File: config.mk
export PLATFORM = sky130hd
export DESIGN_NAME = conv1x1_top
export DESIGN_NICKNAME = d
export VERILOG_FILES = /design/src/hdl/conv_pkg.sv /design/src/hdl/mem_req_if.sv /design/src/hdl/frame_sram.sv /design/src/hdl/mem_arbiter.sv /design/src/hdl/feature_replay_buffer.sv /design/src/hdl/weight_fetch.sv /design/src/hdl/pointwise_mac.sv /design/src/hdl/conv1x1_top.sv
export SDC_FILE = /design/constraint.sdc
export NUM_CORES = 2
export LEC_CHECK = 0
export BUFFER_PORTS_ARGS = -buffer_cell sky130_fd_sc_hd__buf_2
export CORE_ASPECT_RATIO = 0.5
export CORE_MARGIN = 4
export CORE_UTILIZATION = 66
export CTS_CLUSTER_SIZE = 12
export DETAILED_ROUTE_END_ITERATION = 7
export PLACE_DENSITY = 0.82
export SETUP_SLACK_MARGIN = 0.1
export SYNTH_ARGS = -nofsm -noshare
export SYNTH_HDL_FRONTEND = slang
export SYNTH_HIERARCHICAL = 1
export SYNTH_SLANG_ARGS = --single-unit
File: constraint.sdc
create_clock -name clk -period 11.6 [get_ports clk]
set_input_delay 0.58 -clock clk [delete_from_list [all_inputs] [get_ports clk]]
set_output_delay 0.58 -clock clk [all_outputs]
set_load 0.01 [all_outputs]
File: src/hdl/conv_pkg.sv
package conv_pkg;

	//////////////////////////////////////////////////
	// Layer sizes
	localparam int img_pixels   = 16;
	localparam int ch_in        = 4;
	localparam int ch_out       = 4;
	localparam int weight_words = ch_out * ch_in;
	localparam int pixel_words  = ch_in * img_pixels;
	localparam int frame_words  = weight_words + pixel_words;

	//////////////////////////////////////////////////
	// Memory map
	// Weight (o, c) at o*ch_in + c
	localparam int weight_base = 0;
	// Pixel p, channel c at pixel_base + p*ch_in + c
	localparam int pixel_base  = weight_words;

	//////////////////////////////////////////////////
	// Vector types
	typedef logic signed [15:0] data_t;
	typedef logic signed [31:0] acc_t;
	typedef logic        [6:0]  addr_t;

	// Replay buffer FSM
	typedef enum logic [1:0] {
		rs_idle,
		rs_load,
		rs_replay,
		rs_done
	} replay_state_t;

	// Arbiter FSM
	typedef enum logic [1:0] {
		arb_idle,
		arb_access,
		arb_ack
	} arb_state_t;

endpackage

File: src/hdl/mem_req_if.sv
`timescale 1ns/1ps

interface mem_req_if;
	import conv_pkg::*;

	// Request side, held stable while req is high
	logic  req;
	logic  we;
	addr_t addr;
	data_t wdata;

	// Response side, rdata valid while ack is high
	logic  ack;
	data_t rdata;

	modport requester (
		output req, we, addr, wdata,
		input  ack, rdata
	);

	modport arbiter (
		input  req, we, addr, wdata,
		output ack, rdata
	);

endinterface

File: src/hdl/frame_sram.sv
`timescale 1ns/1ps

module frame_sram (
	input  logic            clk,
	input  logic            en,
	input  logic            we,
	input  conv_pkg::addr_t addr,
	input  conv_pkg::data_t wdata,
	output conv_pkg::data_t rdata
);
	import conv_pkg::*;

	// Weights first, then the feature map
	data_t mem [frame_words];

	// Read-first port, output register holds between accesses
	always_ff @(posedge clk) begin
		if (en) begin
			if (we) begin
				mem[addr] <= wdata;
			end
			rdata <= mem[addr];
		end
	end

endmodule

File: src/hdl/mem_arbiter.sv
`timescale 1ns/1ps

module mem_arbiter (
	input  logic            clk,
	input  logic            reset,
	mem_req_if.arbiter      port_a,
	mem_req_if.arbiter      port_b,
	output logic            ram_en,
	output logic            ram_we,
	output conv_pkg::addr_t ram_addr,
	output conv_pkg::data_t ram_wdata,
	input  conv_pkg::data_t ram_rdata
);
	import conv_pkg::*;

	arb_state_t state;
	logic       prio_b;
	logic       grant_b;
	logic       pick_b;
	logic       grant_new;
	logic       lat_we;
	addr_t      lat_addr;
	data_t      lat_wdata;

	//////////////////////////////////////////////////
	// Grant decision

	// Port b wins when alone or when it holds priority
	assign pick_b    = port_b.req && (!port_a.req || prio_b);
	assign grant_new = (state == arb_idle) && (port_a.req || port_b.req);

	always_ff @(posedge clk) begin
		if (reset) begin
			state   <= arb_idle;
			prio_b  <= 1'b0;
			grant_b <= 1'b0;
		end else begin
			case (state)
				arb_idle: begin
					if (grant_new) begin
						grant_b <= pick_b;
						// Other side goes first next time
						prio_b  <= !pick_b;
						state   <= arb_access;
					end
				end
				arb_access: begin
					state <= arb_ack;
				end
				arb_ack: begin
					if (grant_b ? !port_b.req : !port_a.req) begin
						state <= arb_idle;
					end
				end
				default: begin
					state <= arb_idle;
				end
			endcase
		end
	end

	// Latched request of the granted port
	always_ff @(posedge clk) begin
		if (grant_new) begin
			lat_we    <= pick_b ? port_b.we    : port_a.we;
			lat_addr  <= pick_b ? port_b.addr  : port_a.addr;
			lat_wdata <= pick_b ? port_b.wdata : port_a.wdata;
		end
	end

	//////////////////////////////////////////////////
	// RAM side

	assign ram_en    = (state == arb_access);
	assign ram_we    = lat_we;
	assign ram_addr  = lat_addr;
	assign ram_wdata = lat_wdata;

	// RAM output register keeps the read word during ack
	assign port_a.ack   = (state == arb_ack) && !grant_b;
	assign port_b.ack   = (state == arb_ack) && grant_b;
	assign port_a.rdata = ram_rdata;
	assign port_b.rdata = ram_rdata;

endmodule

File: src/hdl/feature_replay_buffer.sv
`timescale 1ns/1ps

module feature_replay_buffer (
	input  logic            clk,
	input  logic            reset,
	input  logic            load_valid,
	input  conv_pkg::data_t load_data,
	output logic            load_ready,
	mem_req_if.requester    mem,
	output logic            pix_valid,
	output conv_pkg::data_t pix_data,
	input  logic            pix_ready,
	output logic            replay_go,
	output logic            busy
);
	import conv_pkg::*;

	replay_state_t                  state;
	addr_t                          wr_cnt;
	logic [$clog2(pixel_words)-1:0] rd_idx;
	logic [$clog2(ch_out)-1:0]      pass;
	logic                           mem_free;
	logic                           rd_issue;
	logic                           rd_done;
	logic                           pix_xfer;

	// No handshake in flight
	assign mem_free = !mem.req && !mem.ack;

	// One load word per completed four-phase write
	assign load_ready = load_valid && mem_free && (wr_cnt < frame_words) &&
		(state == rs_idle || state == rs_load);

	// Next pixel read only once the previous word has left
	assign rd_issue = (state == rs_replay) && mem_free && !pix_valid;
	assign rd_done  = mem.req && mem.ack && !mem.we;
	assign pix_xfer = pix_valid && pix_ready;

	//////////////////////////////////////////////////
	// Control

	always_ff @(posedge clk) begin
		if (reset) begin
			state     <= rs_idle;
			mem.req   <= 1'b0;
			pix_valid <= 1'b0;
			replay_go <= 1'b0;
			busy      <= 1'b0;
			wr_cnt    <= '0;
			rd_idx    <= '0;
			pass      <= '0;
		end else begin
			if (mem.req && mem.ack) begin
				mem.req <= 1'b0;
			end
			if (rd_done) begin
				pix_valid <= 1'b1;
			end
			if (pix_xfer) begin
				pix_valid <= 1'b0;
			end

			case (state)
				rs_idle, rs_load: begin
					if (load_ready) begin
						mem.req <= 1'b1;
						wr_cnt  <= wr_cnt + 1'b1;
						busy    <= 1'b1;
						state   <= rs_load;
					end else if (state == rs_load && wr_cnt == frame_words && mem_free) begin
						replay_go <= 1'b1;
						state     <= rs_replay;
					end
				end
				rs_replay: begin
					if (rd_issue) begin
						mem.req <= 1'b1;
					end
					// Pass counter steps once per output channel
					if (pix_xfer) begin
						if (rd_idx == pixel_words - 1) begin
							rd_idx <= '0;
							if (pass == ch_out - 1) begin
								pass  <= '0;
								state <= rs_done;
							end else begin
								pass <= pass + 1'b1;
							end
						end else begin
							rd_idx <= rd_idx + 1'b1;
						end
					end
				end
				rs_done: begin
					replay_go <= 1'b0;
					busy      <= 1'b0;
					wr_cnt    <= '0;
					state     <= rs_idle;
				end
				default: begin
					state <= rs_idle;
				end
			endcase
		end
	end

	//////////////////////////////////////////////////
	// Request and pixel payload

	always_ff @(posedge clk) begin
		if (load_ready) begin
			mem.we    <= 1'b1;
			mem.addr  <= wr_cnt;
			mem.wdata <= load_data;
		end else if (rd_issue) begin
			mem.we   <= 1'b0;
			mem.addr <= addr_t'(pixel_base + int'(rd_idx));
		end
		if (rd_done) begin
			pix_data <= mem.rdata;
		end
	end

endmodule

File: src/hdl/weight_fetch.sv
`timescale 1ns/1ps

module weight_fetch (
	input  logic            clk,
	input  logic            reset,
	input  logic            replay_go,
	mem_req_if.requester    mem,
	output logic            wgt_valid,
	output conv_pkg::data_t wgt_data,
	input  logic            wgt_ready
);
	import conv_pkg::*;

	logic [$clog2(ch_in)-1:0]      c_idx;
	logic [$clog2(img_pixels)-1:0] p_idx;
	logic [$clog2(ch_out)-1:0]     o_idx;
	logic                          finished;
	logic                          rd_issue;
	logic                          wgt_xfer;

	// Read only
	assign mem.we    = 1'b0;
	assign mem.wdata = '0;

	assign rd_issue = replay_go && !finished && !mem.req && !mem.ack && !wgt_valid;
	assign wgt_xfer = wgt_valid && wgt_ready;

	always_ff @(posedge clk) begin
		if (reset) begin
			mem.req   <= 1'b0;
			wgt_valid <= 1'b0;
			finished  <= 1'b0;
			c_idx     <= '0;
			p_idx     <= '0;
			o_idx     <= '0;
		end else begin
			if (rd_issue) begin
				mem.req <= 1'b1;
			end
			if (mem.req && mem.ack) begin
				mem.req   <= 1'b0;
				wgt_valid <= 1'b1;
			end
			// Channel c inner, same weight row once per pixel, then next o
			if (wgt_xfer) begin
				wgt_valid <= 1'b0;
				c_idx     <= c_idx + 1'b1;
				if (c_idx == ch_in - 1) begin
					p_idx <= p_idx + 1'b1;
					if (p_idx == img_pixels - 1) begin
						o_idx <= o_idx + 1'b1;
						if (o_idx == ch_out - 1) begin
							finished <= 1'b1;
						end
					end
				end
			end
			// Rearm for the next frame
			if (finished && !replay_go) begin
				finished <= 1'b0;
			end
		end
	end

	always_ff @(posedge clk) begin
		if (rd_issue) begin
			mem.addr <= addr_t'(weight_base + int'(o_idx) * ch_in + int'(c_idx));
		end
		if (mem.req && mem.ack) begin
			wgt_data <= mem.rdata;
		end
	end

endmodule

File: src/hdl/pointwise_mac.sv
`timescale 1ns/1ps

module pointwise_mac (
	input  logic            clk,
	input  logic            reset,
	input  logic            pix_valid,
	input  conv_pkg::data_t pix_data,
	output logic            pix_ready,
	input  logic            wgt_valid,
	input  conv_pkg::data_t wgt_data,
	output logic            wgt_ready,
	output logic            out_valid,
	output conv_pkg::acc_t  out_data,
	input  logic            out_ready
);
	import conv_pkg::*;

	logic [$clog2(ch_in)-1:0] cnt;
	acc_t                     acc;
	acc_t                     prod;
	acc_t                     sum;
	logic                     last;
	logic                     room;
	logic                     take;

	// Full 32-bit signed product, sums wrap
	assign prod = acc_t'(pix_data) * acc_t'(wgt_data);
	assign sum  = acc + prod;
	assign last = (cnt == ch_in - 1);

	// Stall only if this pair would finish a sum while a result is still held
	assign room      = !last || !out_valid || out_ready;
	assign pix_ready = wgt_valid && room;
	assign wgt_ready = pix_valid && room;
	assign take      = pix_valid && wgt_valid && room;

	always_ff @(posedge clk) begin
		if (reset) begin
			cnt       <= '0;
			acc       <= '0;
			out_valid <= 1'b0;
		end else begin
			if (out_valid && out_ready) begin
				out_valid <= 1'b0;
			end
			if (take) begin
				if (last) begin
					cnt       <= '0;
					acc       <= '0;
					out_valid <= 1'b1;
				end else begin
					cnt <= cnt + 1'b1;
					acc <= sum;
				end
			end
		end
	end

	// Result register
	always_ff @(posedge clk) begin
		if (take && last) begin
			out_data <= sum;
		end
	end

endmodule

File: src/hdl/conv1x1_top.sv
`timescale 1ns/1ps

module conv1x1_top (
	input  logic            clk,
	input  logic            reset,
	input  logic            load_valid,
	input  conv_pkg::data_t load_data,
	output logic            load_ready,
	output logic            out_valid,
	output conv_pkg::acc_t  out_data,
	input  logic            out_ready,
	output logic            busy
);
	import conv_pkg::*;

	logic  ram_en;
	logic  ram_we;
	addr_t ram_addr;
	data_t ram_wdata;
	data_t ram_rdata;
	logic  pix_valid;
	data_t pix_data;
	logic  pix_ready;
	logic  wgt_valid;
	data_t wgt_data;
	logic  wgt_ready;
	logic  replay_go;

	//////////////////////////////////////////////////
	// Shared frame memory

	mem_req_if buf_mem ();
	mem_req_if wgt_mem ();

	frame_sram i_sram (
		.clk  (clk),
		.en   (ram_en),
		.we   (ram_we),
		.addr (ram_addr),
		.wdata(ram_wdata),
		.rdata(ram_rdata)
	);

	mem_arbiter i_arbiter (
		.clk      (clk),
		.reset    (reset),
		.port_a   (buf_mem),
		.port_b   (wgt_mem),
		.ram_en   (ram_en),
		.ram_we   (ram_we),
		.ram_addr (ram_addr),
		.ram_wdata(ram_wdata),
		.ram_rdata(ram_rdata)
	);

	//////////////////////////////////////////////////
	// Operand fetch and MAC

	feature_replay_buffer i_replay (
		.clk       (clk),
		.reset     (reset),
		.load_valid(load_valid),
		.load_data (load_data),
		.load_ready(load_ready),
		.mem       (buf_mem),
		.pix_valid (pix_valid),
		.pix_data  (pix_data),
		.pix_ready (pix_ready),
		.replay_go (replay_go),
		.busy      (busy)
	);

	weight_fetch i_weights (
		.clk      (clk),
		.reset    (reset),
		.replay_go(replay_go),
		.mem      (wgt_mem),
		.wgt_valid(wgt_valid),
		.wgt_data (wgt_data),
		.wgt_ready(wgt_ready)
	);

	pointwise_mac i_mac (
		.clk      (clk),
		.reset    (reset),
		.pix_valid(pix_valid),
		.pix_data (pix_data),
		.pix_ready(pix_ready),
		.wgt_valid(wgt_valid),
		.wgt_data (wgt_data),
		.wgt_ready(wgt_ready),
		.out_valid(out_valid),
		.out_data (out_data),
		.out_ready(out_ready)
	);

endmodule

==> flow_summary_export.csv <==
group,metric,value,unit
power,finalPower,10.9,mW
hold_path,worstHoldPathType,"input pin to flip-flop",
drt,post_drt_via_cell_ratio,6.87,
cts,h-tree-depth,4,
timing,worstMarginPinSlew,1270,ps
placed_design,dpl.hpwl,102,mm
timing,finalSetupViolations,0,
worst_setup_path,worstPathRequired,12260,ps
cells_and_area,multi_input_comb_area,21800,um^2
global_route,grt-ovfl-total,0,
cells_and_area,seq_area,43800,um^2
worst_setup_path,cp_num_cells,20,
timing,tns,0,ps
worst_setup_path,worstRegToRegCells,20,
status,status,"finished with violations",
die,num_rows,83,
timing,rsz0062_at_grt,"false",
cts,clk_latency,800,ps
worst_setup_path,endpoint,"i_mac/acc[31]$_SDFFE_PP0P_",
worst_setup_path,crit_family,"adder cells",
cts,cts_buffers,143,
worst_setup_path,r2r_start,"i_replay/pix_data[15]$_DFFE_PP_",
die,start_util,0.665,
global_route,grt_max_degree,88,
cells_and_area,nets,4851,
cts,cts_root_buffer,"clkbuf_16",
cells_and_area,final_area,74200,um^2
placed_design,dpl_cell_area,70000,um^2
drt,drc,1,
timing,clock-skew-final,49.0,ps
drt,wl_per_cell,30.3,um
power,ir_worst_vdd,127,uV
global_route,grt_pass1_vias,40800,
worst_setup_path,cp_slowest_stage_delay,720,ps
logic_synthesis,synth_cells,4326,
global_route,grt_pass1_wl,264,mm
timing,setup_ws,4630,ps
global_route,grt_antenna_before_repair,13,
worst_setup_path,r2r_end,"i_mac/acc[31]$_SDFFE_PP0P_",
worst_setup_path,crit_type,"flip-flop to flip-flop",
worst_setup_path,endpoint_kind,"flip-flop",
logic_synthesis,ys.flop_type,"edfxtp_1",
logic_synthesis,yosysWarnings,6,
logic_synthesis,synth_enable_flop_cells,1411,
die,die-area,109000,um^2
worst_setup_path,critical_path_buf_inv_count,5,
timing,finalHoldViolCount,0,
cells_and_area,fillers,6047,
drt,num_vias,40100,
timing,fmax,0.144,GHz
placed_design,place_ws,4610,ps
status,failed_checks,"DRC",
timing,slew_headroom,0.147,
die,core-area,103000,um^2
global_route,globalRouteTotalUtil,0.327,
cells_and_area,syn_to_final_growth,8.75,%
cts,clk_pin_slew,70,ps
cts,cts_max_path_buffers,3,
cts,cts_tree,"done",
logic_synthesis,avgSynthCellArea,15.8,um^2
drt,antenna_left,0,
drt,drt-pass1-iter-count,8,
timing,slew_violations,0,
logic_synthesis,seq_area_frac_synth,0.642,
worst_setup_path,path_common_cell,"fa_1",
cells_and_area,drive_gt1_frac,0.147,
logic_synthesis,async_reset_ff_frac,0,
timing,min_period_over_period,0.600,
logic_synthesis,synth.cell_area,68200,um^2
worst_setup_path,crit_path_start,"i_replay/pix_data[15]$_DFFE_PP_",
hold_path,hp-start,"out_ready",
die,die_x,463,um
job,cap_violations,0,
power,p_leak,26.2,nW
cts,clock_sinks,1483,
worst_setup_path,crit_chain,"nand2_1, inv_1, fa_1, inv_1, fa_1, inv_1, fa_1, fa_1, fa_1, inv_1, fa_1, inv_1, ha_1, or3_1, o21ai_0, a21oi_1, or4b_4, a41o_1, and3b_1, a311o_1",
die,die_h,235,um
cells_and_area,final_core_util,0.723,
logic_synthesis,synth_cell_types,90,
logic_synthesis,synth-seq-cells,1483,
worst_setup_path,cp_slowest_cell,"fa_1",
drt,routed_wl,176,mm
worst_setup_path,path_max_fanout,16,
timing,fin_crit,6970,ps
placed_design,place_congestion,0.940,
power,power.density,147,nW/um^2
worst_setup_path,cp_data_arrival_time,7630,ps
die,io_pins,55,
drt,drt-initial-drc-count,6245,
cts,post-cts-setup-buffers,0,
placed_design,port_buffers,54,
worst_setup_path,ff2ff_setup_slack,4630,ps
worst_setup_path,worst_setup_path_start_kind,"flip-flop",
[worst register-to-register path, stage by stage, from the launching register on]
cell,delay [ps]
edfxtp_1,650
nand2_1,260
inv_1,90
fa_1,720
inv_1,120
fa_1,530
inv_1,300
fa_1,510
fa_1,500
fa_1,500
inv_1,50
fa_1,470
inv_1,40
ha_1,340
or3_1,380
o21ai_0,100
a21oi_1,90
or4b_4,510
a41o_1,280
and3b_1,170
a311o_1,260
[cells in the final DEF (no fill, tap or decap), types with 10 or more instances in the layout]
master / Yosys / routed
edfxtp_1: 1411 / 1411
inv_1: 359 / 356
fa_1: 292 / 292
nand2_1: 249 / 249
nor2_1: 229 / 224
mux4_2: 165 / 165
clkbuf_16: 0 / 145
buf_4: 70 / 142
and2_1: 139 / 137
a221oi_1: 112 / 112
ha_1: 107 / 107
a21oi_1: 106 / 106
mux2i_1: 105 / 105
mux2_2: 98 / 98
o21ai_0: 82 / 82
dfxtp_1: 72 / 72
a22oi_1: 59 / 59
buf_2: 70 / 54
nand3_1: 30 / 30
o211ai_1: 29 / 29
xnor2_1: 29 / 29
o22ai_1: 25 / 25
nor3_1: 21 / 21
conb_1: 1 / 20
o221ai_1: 19 / 19
a221o_1: 19 / 19
clkbuf_1: 109 / 18
a21o_1: 18 / 18
o2bb2ai_1: 17 / 17
dlygate4sd3_1: 0 / 16
nand2b_1: 16 / 16
a31oi_1: 15 / 15
a211oi_1: 14 / 14
a22o_1: 14 / 14
o21a_1: 13 / 13
or4_1: 12 / 12
nand4_1: 11 / 11
nor2b_1: 16 / 10
or3_1: 10 / 10
a32oi_1: 10 / 10
[kinds of logic (layout without fill, tap and decap cells)]
family                     Yosys count  count (layout)  share of synthesized area
adders and majority gates          399             399                      0.105
xor gates and xnor gates            38              38                    0.00488
AOI/OAI and AO/OA                  628             628                     0.0671
muxes                              369             369                     0.0862
other                                1              26                  0.0000550
and+or+nand+nor                    775             775                     0.0539
DFF                               1483            1483                      0.642
buffers and inverters              633             755                     0.0406
[per-layer routing]
layer | GRT usage | up-vias | wire, um
li1 | - | 16300 | -
met1 | 0.439 | 20000 | 62200
met2 | 0.500 | 3064 | 80500
met3 | 0.103 | 629 | 24900
met4 | 0.147 | 12 | 8940
met5 | 0 | - | 83
[cell usage after synthesis, types with 16 or more instances]
cell type	count	share of area
edfxtp_1	1411	0.62
inv_1	359	0.020
fa_1	292	0.086
nand2_1	249	0.014
nor2_1	229	0.013
mux4_2	165	0.054
and2_1	139	0.013
a221oi_1	112	0.014
clkbuf_1	109	0.0060
ha_1	107	0.020
a21oi_1	106	0.0078
mux2i_1	105	0.015
mux2_2	98	0.016
o21ai_0	82	0.0060
dfxtp_1	72	0.021
buf_2	70	0.0051
buf_4	70	0.0077
a22oi_1	59	0.0065
nand3_1	30	0.0022
o211ai_1	29	0.0032
xnor2_1	29	0.0037
o22ai_1	25	0.0023
nor3_1	21	0.0015
a221o_1	19	0.0028
o221ai_1	19	0.0024
a21o_1	18	0.0020
buf_1	17	0.00094
o2bb2ai_1	17	0.0022
nand2b_1	16	0.0015
nor2b_1	16	0.0015
[registers in the layout, indices dropped and copies added (netlist names), 2 cells and up]
register,cells
i_replay/rd_idx,6
i_arbiter/ram_addr,7
i_mac/acc,32
i_replay/mem.addr,7
i_sram/mem,1280
i_weights/wgt_data,16
i_weights/o_idx,2
i_weights/c_idx,2
i_replay/state,2
i_replay/pix_data,16
i_replay/mem.wdata,16
i_weights/p_idx,4
i_weights/mem.addr,4
i_arbiter/state,2
i_mac/cnt,2
i_replay/pass,2
i_sram/rdata,16
i_mac/out_data,32
i_replay/wr_cnt,7
i_arbiter/ram_wdata,16
[power by group]
part	total (mW)	internal [mW]	switching (mW)
sequential	5.92	5.91	0.0118
combinational	0.752	0.218	0.534
clock	4.23	2.28	1.95
total	10.9	8.41	2.50
[final cells by class]
type / instances / share of cell area
well taps: 1360 / 0.0229
multi-input cells: 2229 / 0.294
diodes: 6 / 0.000202
clock inverters: 17 / 0.00401
flip-flops and latches: 1483 / 0.590
repair buffers: 214 / 0.0207
inverters: 361 / 0.0183
clock buffers: 163 / 0.0498
[stage by stage]
| stage | hold slack, ps | instances |
|---|---|---|
| 6_report | 164 | 5833 |
| 5_1_grt | 173 | 5827 |
| 4_1_cts | 126 | 5827 |
| 3_5_place_dp | 429 | 5631 |
| 3_3_place_gp | 423 | 5631 |
| 2_1_floorplan | 434 | 4345 |
[worst min-delay path by stage]
| stage | cells after the start | to |
|---|---|---|
| 2_1_floorplan | 0 | i_weights/mem.addr[1]$_DFFE_PP_ |
| 3_3_place_gp | 0 | i_replay/pix_data[7]$_DFFE_PP_ |
| 3_5_place_dp | 0 | i_weights/wgt_data[8]$_DFFE_PP_ |
| 4_1_cts | 3 | i_mac/out_valid$_SDFF_PP0_ |
| 5_1_grt | 3 | i_mac/out_valid$_SDFF_PP0_ |
| 6_report | 3 | i_mac/out_valid$_SDFF_PP0_ |
[repair_timing]
item                                   4_1_cts  5_1_grt
resized for setup                            0        0
endpoints found under the hold margin       16        0
hold buffers                                16        0
Note: power is estimated with default switching activity, not from simulation.
